--- src/xm_settings.svh ---
// build constants for the video host port register block
`ifndef XM_SETTINGS_SVH
`define XM_SETTINGS_SVH

// word written over VRAM at boot, blue background with a white space
`define XM_CLEAR_DATA       16'h0220

// number of words cleared at boot
// a full 64K part clears all 65536 words, the short clear keeps runs quick
`define XM_CLEAR_WORDS      256

// timer tick period
`define XM_TIMER_DIV        10          // clk cycles per tick

// interrupt enables after reset
`define XM_INTR_MASK_RESET  4'h8        // only the top source enabled

`endif

--- src/xm_pkg.sv ---
// shared types for the video host port register block
package xm_pkg;

    typedef logic [15:0] word_t;        // VRAM data and register word
    typedef logic [15:0] vaddr_t;       // VRAM word address
    typedef logic [7:0]  byte_t;        // one host bus byte
    typedef logic [3:0]  nib_t;         // interrupt fields

    // host register numbers, 8 to 15 unused
    typedef enum logic [3:0] {
        XM_SYS_CTRL = 4'd0,
        XM_TIMER    = 4'd1,
        XM_RD_INCR  = 4'd2,
        XM_RD_ADDR  = 4'd3,
        XM_WR_INCR  = 4'd4,
        XM_WR_ADDR  = 4'd5,
        XM_DATA     = 4'd6,
        XM_DATA_2   = 4'd7
    } reg_num_t;

    // boot clear sequencer
    typedef enum logic [1:0] {
        CLR_IDLE,
        CLR_RUN,
        CLR_DONE
    } clear_state_t;

    // one VRAM access request
    typedef struct packed {
        logic   valid;                  // request present
        logic   wr;                     // 1 write, 0 read
        vaddr_t addr;
        word_t  data;                   // write data
    } vram_req_t;

endpackage

--- src/ms_timer.sv ---
// free-running tick timer with a cycle divider, read through TIMER
`timescale 1ns/1ns
`include "xm_settings.svh"

module ms_timer (
    input  logic          clk,
    input  logic          reset_i,
    output xm_pkg::word_t count_o       // wraps at 16 bits
);
    import xm_pkg::*;

    word_t frac;                        // cycles into the current tick

    always_ff @(posedge clk) begin
        if (reset_i) begin
            frac    <= '0;
            count_o <= '0;
        end else if (frac == word_t'(`XM_TIMER_DIV - 1)) begin
            frac    <= '0;
            count_o <= count_o + 1'b1;
        end else begin
            frac    <= frac + 1'b1;
        end
    end

endmodule

--- src/vram_clear.sv ---
// boot clear sequencer, fills the first block of VRAM with the clear word
`timescale 1ns/1ns
`include "xm_settings.svh"

module vram_clear (
    input  logic              clk,
    input  logic              reset_i,
    input  logic              grant_i,            // current word written
    output xm_pkg::vram_req_t clear_req_o,
    output logic              busy_o
);
    import xm_pkg::*;

    clear_state_t state;
    vaddr_t       clr_addr;
    logic         last;

    assign last   = (clr_addr == vaddr_t'(`XM_CLEAR_WORDS - 1));
    assign busy_o = (state != CLR_DONE);

    assign clear_req_o = '{
        valid: (state == CLR_RUN),
        wr:    1'b1,
        addr:  clr_addr,
        data:  `XM_CLEAR_DATA
    };

    always_ff @(posedge clk) begin
        if (reset_i) begin
            state    <= CLR_IDLE;
            clr_addr <= '0;
        end else begin
            case (state)
                CLR_IDLE: state <= CLR_RUN;     // start right after reset
                CLR_RUN: begin
                    if (grant_i) begin
                        if (last) begin
                            state <= CLR_DONE;
                        end else begin
                            clr_addr <= clr_addr + 1'b1;
                        end
                    end
                end
                CLR_DONE: ;                     // stays here until reset
                default: state <= CLR_IDLE;
            endcase
        end
    end

endmodule

--- src/vram_port.sv ---
// VRAM access port, arbitrates clear and host requests around video cycles
`timescale 1ns/1ns

module vram_port (
    input  logic              clk,
    input  logic              reset_i,
    input  logic              vgen_sel_i,         // video owns VRAM this cycle
    input  xm_pkg::vram_req_t host_req_i,
    input  xm_pkg::vram_req_t clear_req_i,
    input  xm_pkg::word_t     vram_data_i,
    output logic              vram_sel_o,
    output logic              vram_wr_o,
    output xm_pkg::vaddr_t    vram_addr_o,
    output xm_pkg::word_t     vram_data_o,
    output logic              grant_o,            // clear word accepted
    output logic              rd_done_o,
    output xm_pkg::word_t     rd_word_o,
    output logic              wr_done_o
);
    import xm_pkg::*;

    vram_req_t port_q;          // request driven onto VRAM
    logic      from_clr;        // port_q came from the clear sequencer
    logic      grant;
    logic      cap_rd;          // host read granted, data next edge
    logic      cap_wr;          // host write granted

    assign grant       = port_q.valid && !vgen_sel_i;
    assign grant_o     = grant && from_clr;
    assign vram_sel_o  = port_q.valid;
    assign vram_wr_o   = port_q.wr;
    assign vram_addr_o = port_q.addr;
    assign vram_data_o = port_q.data;

    always_ff @(posedge clk) begin
        if (reset_i) begin
            port_q.valid <= 1'b0;
            port_q.wr    <= 1'b0;
            from_clr     <= 1'b0;
            cap_rd       <= 1'b0;
            cap_wr       <= 1'b0;
            rd_done_o    <= 1'b0;
            wr_done_o    <= 1'b0;
        end else begin
            cap_rd    <= grant && !port_q.wr;
            cap_wr    <= grant && port_q.wr && !from_clr;
            rd_done_o <= cap_rd;
            wr_done_o <= cap_wr;
            if (cap_rd) begin
                rd_word_o <= vram_data_i;       // memory answers one edge after grant
            end
            if (clear_req_i.valid) begin
                // host requests dropped while clearing
                if (grant_o) begin
                    port_q.valid <= 1'b0;       // clear address steps on this edge
                end else if (!port_q.valid) begin
                    port_q   <= clear_req_i;
                    from_clr <= 1'b1;
                end
            end else if (host_req_i.valid) begin
                port_q   <= host_req_i;         // newer request replaces a waiting one
                from_clr <= 1'b0;
            end else if (grant) begin
                port_q.valid <= 1'b0;
            end
        end
    end

    // a blocked access stays on the port until video releases VRAM
    hold_on_vgen_a: assert property (@(posedge clk) disable iff (reset_i)
        vram_sel_o && vgen_sel_i |=> vram_sel_o);

endmodule

--- src/xm_reg_file.sv ---
// host register block, assembles bus bytes into words and steers VRAM accesses
`timescale 1ns/1ns
`include "xm_settings.svh"

module xm_reg_file (
    input  logic              clk,
    input  logic              reset_i,
    input  logic              bus_wr_strobe_i,    // one-cycle byte write
    input  logic              bus_rd_strobe_i,    // one-cycle byte read
    input  xm_pkg::reg_num_t  bus_reg_num_i,
    input  logic              bus_bytesel_i,      // 0 even/high, 1 odd/low
    input  xm_pkg::byte_t     bus_data_i,
    input  logic              busy_i,             // boot clear running
    input  xm_pkg::word_t     timer_i,
    input  logic              rd_done_i,
    input  xm_pkg::word_t     rd_word_i,
    input  logic              wr_done_i,
    output xm_pkg::byte_t     bus_data_o,
    output xm_pkg::vram_req_t host_req_o,
    output xm_pkg::nib_t      intr_mask_o,
    output xm_pkg::nib_t      intr_clear_o
);
    import xm_pkg::*;

    vaddr_t   rd_addr;
    word_t    rd_incr;
    vaddr_t   wr_addr;
    word_t    wr_incr;
    word_t    rd_data;          // last word fetched for DATA reads
    byte_t    data_even;        // held high byte for DATA/DATA_2
    byte_t    other_even;       // generic held high byte
    reg_num_t other_reg;        // tag of other_even
    byte_t    even_byte;        // high byte for the odd write in progress
    word_t    mux_word;
    logic     even_wr;
    logic     odd_wr;
    logic     odd_rd;

    assign even_wr   = bus_wr_strobe_i && !bus_bytesel_i;
    assign odd_wr    = bus_wr_strobe_i && bus_bytesel_i;
    assign odd_rd    = bus_rd_strobe_i && bus_bytesel_i;
    assign even_byte = (other_reg == bus_reg_num_i) ? other_even : 8'h00;

    always_comb begin
        case (bus_reg_num_i)
            XM_SYS_CTRL:        mux_word = {8'h00, busy_i, 3'b000, intr_mask_o};
            XM_TIMER:           mux_word = timer_i;
            XM_RD_INCR:         mux_word = rd_incr;
            XM_RD_ADDR:         mux_word = rd_addr;
            XM_WR_INCR:         mux_word = wr_incr;
            XM_WR_ADDR:         mux_word = wr_addr;
            XM_DATA, XM_DATA_2: mux_word = rd_data;
            default:            mux_word = '0;
        endcase
    end

    assign bus_data_o = bus_bytesel_i ? mux_word[7:0] : mux_word[15:8];

    always_ff @(posedge clk) begin
        if (reset_i) begin
            rd_addr          <= '0;
            rd_incr          <= '0;
            wr_addr          <= '0;
            wr_incr          <= '0;
            other_even       <= '0;
            other_reg        <= XM_SYS_CTRL;
            intr_mask_o      <= `XM_INTR_MASK_RESET;
            intr_clear_o     <= '0;
            host_req_o.valid <= 1'b0;
            host_req_o.wr    <= 1'b0;
        end else begin
            host_req_o.valid <= 1'b0;
            intr_clear_o     <= '0;         // single-cycle pulse
            if (rd_done_i) begin
                rd_data <= rd_word_i;
                rd_addr <= rd_addr + rd_incr;
            end
            if (wr_done_i) begin
                wr_addr <= wr_addr + wr_incr;
            end
            // bus writes land after the increments and win on the same edge
            if (even_wr) begin
                case (bus_reg_num_i)
                    XM_RD_ADDR:         rd_addr[15:8] <= bus_data_i;
                    XM_WR_ADDR:         wr_addr[15:8] <= bus_data_i;
                    XM_DATA, XM_DATA_2: data_even     <= bus_data_i;
                    default: begin
                        other_even <= bus_data_i;
                        other_reg  <= bus_reg_num_i;
                    end
                endcase
            end
            if (odd_wr) begin
                case (bus_reg_num_i)
                    XM_SYS_CTRL: intr_mask_o  <= bus_data_i[3:0];
                    XM_TIMER:    intr_clear_o <= bus_data_i[3:0];
                    XM_RD_INCR:  rd_incr      <= {even_byte, bus_data_i};
                    XM_WR_INCR:  wr_incr      <= {even_byte, bus_data_i};
                    XM_WR_ADDR:  wr_addr[7:0] <= bus_data_i;
                    XM_RD_ADDR: begin
                        rd_addr[7:0]     <= bus_data_i;
                        host_req_o.valid <= 1'b1;       // fetch from new address
                        host_req_o.wr    <= 1'b0;
                        host_req_o.addr  <= {rd_addr[15:8], bus_data_i};
                    end
                    XM_DATA, XM_DATA_2: begin
                        host_req_o.valid <= 1'b1;
                        host_req_o.wr    <= 1'b1;
                        host_req_o.addr  <= wr_addr;
                        host_req_o.data  <= {data_even, bus_data_i};
                    end
                    default: ;
                endcase
            end
            if (odd_rd && (bus_reg_num_i == XM_DATA || bus_reg_num_i == XM_DATA_2)) begin
                host_req_o.valid <= 1'b1;       // prefetch next word
                host_req_o.wr    <= 1'b0;
                host_req_o.addr  <= rd_addr;
            end
        end
    end

    // one grant per edge in vram_port, so completions stay apart
    done_exclusive_a: assert property (@(posedge clk) disable iff (reset_i)
        !(rd_done_i && wr_done_i));

endmodule

--- src/xm_top.sv ---
// host port top, register block beside the VRAM port, clear and timer
`timescale 1ns/1ns

module xm_top (
    input  logic             clk,
    input  logic             reset_i,
    input  logic             bus_wr_strobe_i,
    input  logic             bus_rd_strobe_i,
    input  xm_pkg::reg_num_t bus_reg_num_i,
    input  logic             bus_bytesel_i,
    input  xm_pkg::byte_t    bus_data_i,
    input  logic             vgen_sel_i,
    input  xm_pkg::word_t    vram_data_i,
    output xm_pkg::byte_t    bus_data_o,
    output logic             vram_sel_o,
    output logic             vram_wr_o,
    output xm_pkg::vaddr_t   vram_addr_o,
    output xm_pkg::word_t    vram_data_o,
    output xm_pkg::nib_t     intr_mask_o,
    output xm_pkg::nib_t     intr_clear_o
);
    import xm_pkg::*;

    vram_req_t host_req;
    vram_req_t clear_req;
    logic      clr_grant;
    logic      clr_busy;
    logic      rd_done;
    word_t     rd_word;
    logic      wr_done;
    word_t     timer_count;

    xm_reg_file xm_reg_file_inst (
        .clk, .reset_i, .bus_wr_strobe_i, .bus_rd_strobe_i, .bus_reg_num_i,
        .bus_bytesel_i, .bus_data_i,
        .busy_i(clr_busy), .timer_i(timer_count),
        .rd_done_i(rd_done), .rd_word_i(rd_word), .wr_done_i(wr_done),
        .bus_data_o, .host_req_o(host_req), .intr_mask_o, .intr_clear_o
    );

    vram_port vram_port_inst (
        .clk, .reset_i, .vgen_sel_i, .host_req_i(host_req), .clear_req_i(clear_req),
        .vram_data_i, .vram_sel_o, .vram_wr_o, .vram_addr_o, .vram_data_o,
        .grant_o(clr_grant), .rd_done_o(rd_done), .rd_word_o(rd_word), .wr_done_o(wr_done)
    );

    vram_clear vram_clear_inst (
        .clk, .reset_i, .grant_i(clr_grant), .clear_req_o(clear_req), .busy_o(clr_busy)
    );

    ms_timer ms_timer_inst (
        .clk, .reset_i, .count_o(timer_count)
    );

endmodule
--- config.mk ---
export PLATFORM = sky130hd
export DESIGN_NAME = xm_top
export DESIGN_NICKNAME = d
export VERILOG_FILES = /design/src/xm_pkg.sv /design/src/ms_timer.sv /design/src/vram_clear.sv /design/src/vram_port.sv /design/src/xm_reg_file.sv /design/src/xm_top.sv
export VERILOG_INCLUDE_DIRS = /design/src
export SDC_FILE = /design/constraint.sdc
export NUM_CORES = 1
export LEC_CHECK = 0
export BUFFER_PORTS_ARGS = -buffer_cell sky130_fd_sc_hd__buf_2
export CAP_MARGIN = 10
export CORE_ASPECT_RATIO = 1.1
export CORE_UTILIZATION = 35
export CTS_CLUSTER_DIAMETER = 150
export DETAILED_ROUTE_END_ITERATION = 10
export GPL_TIMING_DRIVEN = 1
export PLACE_DENSITY_LB_ADDON = 0.12
export SETUP_SLACK_MARGIN = 0.2
export SLEW_MARGIN = 20
export SYNTH_ARGS = -nofsm -noshare
export SYNTH_HDL_FRONTEND = slang
export SYNTH_SLANG_ARGS = --single-unit
--- constraint.sdc ---
create_clock -name clk -period 4.7 [get_ports clk]
set_input_delay 0.94 -clock clk [delete_from_list [all_inputs] [get_ports clk]]
set_output_delay 0.94 -clock clk [all_outputs]
set_load 0.05 [all_outputs]
==> out/results.ini <==
[run_status]
status = completed

[floorplan]
chipHeight_um = 194.4
initial_core_util_pct = 35.49
core_um2 = 33190
die_area_um2 = 34400
fp-row-count = 70
ios = 84
die_width_um = 176.9

[clock_network]
tritoncts = yes
postCtsHoldBufs = 0
root_buffer = clkbuf_16
path_clk_slew_ns = 0.06
cts_buffers = 28
cts.sinks = 247
postCtsSetupRepairBufs = 0
insertion_delay_ns = 0.56
post_cts_resized = 0
cts_buffer_depth = 3
h-tree-depth = 1

[placed_design]
port_buffers = 83
dp_cells = 1662
gp_congestion = 0.9040
postPlaceCellArea_um2 = 12640
hpwl_um = 24470

[power]
cellLeakagePower_nw = 4.910
power_density_nw_per_um2 = 350.8
vdd_drop_max_mv = 0.2809
total_power_mw = 4.749

[setup_path]
crit_fanout = 19
path_class = input port to primary output
cp-end-kind = primary output
start_kind = input port
required_ns = 3.76
worstPathArrival_ns = 3.05

[synthesis]
synth_area_um2 = 11780
ys_types = 72
synth-async-reset-ratio_pct = 0
synth_cells = 1193
synth-seq-cells = 247
synthesis.nets = 1263
synth_ff_type = dfxtp_1
synth_edf_count = 104
synth_warnings = 0
yosysSeqAreaShare_pct = 50.81
syn_area_per_cell_um2 = 9.875

[worst_hold_path]
hold_class = flop to flop

[layout]
max_flop_register = xm_reg_file_inst.host_req_o
diodes = 0
drive_gt1_share_pct = 14.27
final_area_um2 = 13540
largest_reg_flops = 34
n_fill_cell = 3295
syn_to_final_growth_pct = 14.93
finalNonFillerCells = 1714
fin_nets = 1330

[global_routing]
grt_max_degree = 61
grt_overflow_total = 0
gr-usage-all-layers_pct = 19.94
grt_pass1_wl_um = 52630
antenna_found_initial = 0
grt_pass1_vias = 8730

[sta]
relSlewSlack_pct = 23.05
max_freq_mhz = 250.6
grt_setup_unrepaired = false
period_share_pct = 84.90
finalSetupViolCount = 0
finalSetupTns_ns = 0
finalMaxSlewViolations = 0
period_needed_ns = 3.990
skew_ns = 0.01146
worst_pin_slew_ns = 1.145
finalHoldViolations = 0

[routing]
drc = 0
detail-route-antenna-nets = 0
vias = 9057
routed_wl_um = 33980
first_pass_iters = 8
routedWlPerCell_um = 19.83
vias_per_cell = 5.284
drt_iter0_markers = 658

[run]
drv_cap = 0

[power breakdown]
part / switching (mW) / internal [mW]
logic: 0.210 / 0.0761
clock network: 0.889 / 1.29
registers: 0.0219 / 2.26
total: 1.12 / 3.63
[placed cells by master (no fill, tap or decap), types with 8 or more instances in the layout]
master and n:
and3_1 8, a221oi_1 10, or3_1 10, a22oi_1 20, ha_1 34, nor2_1 114, buf_4 22, edfxtp_1 104
a31oi_1 13, nand2_1 143, and2_1 34, nand3_1 43, mux2_2 19, inv_1 20, a22o_1 9, xor2_1 27
nor2b_1 9, a211oi_1 25, nand4_1 9, clkbuf_16 29, dfxtp_1 143, nand2b_1 8, a21oi_1 88, a222oi_1 11
clkbuf_1 8, nor3_1 22, buf_2 82, o21ai_0 41, mux2i_1 32, xnor2_1 29
[critical path, cell delays in order]
cell      delay (ns)
buf_2           0.24
nand2b_1        0.26
nor3_2          0.35
buf_4           0.27
a222oi_1        0.12
a311oi_1        0.50
buf_2           0.35
[final cells by class]
cell class	count	area, um2	area share (%)
Timing Repair Buffer	104	575.6	4.251
Clock inverter	15	146.4	1.081
Clock buffer	37	755.7	5.581
Multi-Input combinational cell	858	5458	40.31
Tap cell	432	540.5	3.992
Sequential cell	247	5986	44.21
Inverter	21	78.83	0.5821
[logic make-up after synthesis]
family | synth area share [%]
AND/OR/NAND/NOR | 18.74
AO/OA/AOI/OAI | 14.72
flip-flops | 50.81
buffers and inverters | 3.080
XOR/XNOR | 4.163
multiplexers | 4.535
adder cells (fa/ha/maj) | 3.951
[metal layers]
metal / GRT usage (%) / vias to the layer above / share of wire (%)
li1: - / 4484 / -
met1: 26.45 / 4282 / 45
met3: 2.523 / 59 / 4.5
met5: 0 / - / 0
met2: 32.98 / 232 / 47
met4: 7.375 / 0 / 3.3
[Yosys cell counts (4+ instances only)]
library cell | n | area, um2
a21o_1 | 6 | 45.04
a221oi_1 | 10 | 87.58
nand3b_1 | 4 | 30.03
a22oi_1 | 20 | 150.1
clkbuf_1 | 40 | 150.1
inv_1 | 20 | 75.07
xor2_1 | 27 | 236.5
ha_1 | 34 | 425.4
buf_2 | 15 | 75.07
nor2_1 | 116 | 435.4
nand2b_1 | 8 | 50.05
and4_1 | 6 | 52.55
mux2_2 | 19 | 214.0
nor3_2 | 5 | 50.05
nor3_1 | 23 | 115.1
or3_1 | 10 | 62.56
nor2b_1 | 9 | 56.30
a21oi_1 | 88 | 440.4
nor4_1 | 6 | 37.54
or4_1 | 5 | 37.54
mux2i_1 | 32 | 320.3
and3_1 | 8 | 50.05
nand3_1 | 43 | 215.2
xnor2_1 | 29 | 254.0
a222oi_1 | 11 | 110.1
buf_1 | 7 | 26.28
a211oi_1 | 25 | 187.7
and2_1 | 34 | 212.7
nand4_1 | 9 | 56.30
o211ai_1 | 4 | 30.03
a22o_1 | 9 | 78.83
nor3b_1 | 7 | 52.55
o21ai_0 | 41 | 205.2
a31oi_1 | 13 | 81.33
edfxtp_1 | 104 | 3123
o32ai_1 | 5 | 43.79
nand2_1 | 143 | 536.8
dfxtp_1 | 143 | 2863
[final timing paths]
check                                     from                           end  slack [ns]  cells past startpoint
hold / removal    vram_port_inst.rd_word_o[15]  xm_reg_file_inst.rd_data[15]        0.42                      0
hold reg to reg   vram_port_inst.rd_word_o[15]  xm_reg_file_inst.rd_data[15]        0.42                      0
setup reg to reg   xm_reg_file_inst.wr_addr[0]  xm_reg_file_inst.wr_addr[12]        1.89                      8
setup / recovery              bus_reg_num_i[1]                 bus_data_o[7]        0.71                      7
[per-stage QoR]
| step | hold WS [ns] | setup slack [ns] | util, % |
|---|---|---|---|
| floorplan | 0.4003 | 0.5212 | - |
| global route | 0.4235 | 0.5331 | 40.79 |
| finish | 0.4156 | 0.7099 | 40.79 |
| global placement | 0.4021 | 0.6594 | 38.07 |
| detailed placement | 0.4045 | 0.6866 | 38.07 |
| CTS | 0.4180 | 0.6714 | 40.79 |
No activity file was read; power rests on OpenSTA's default activity.
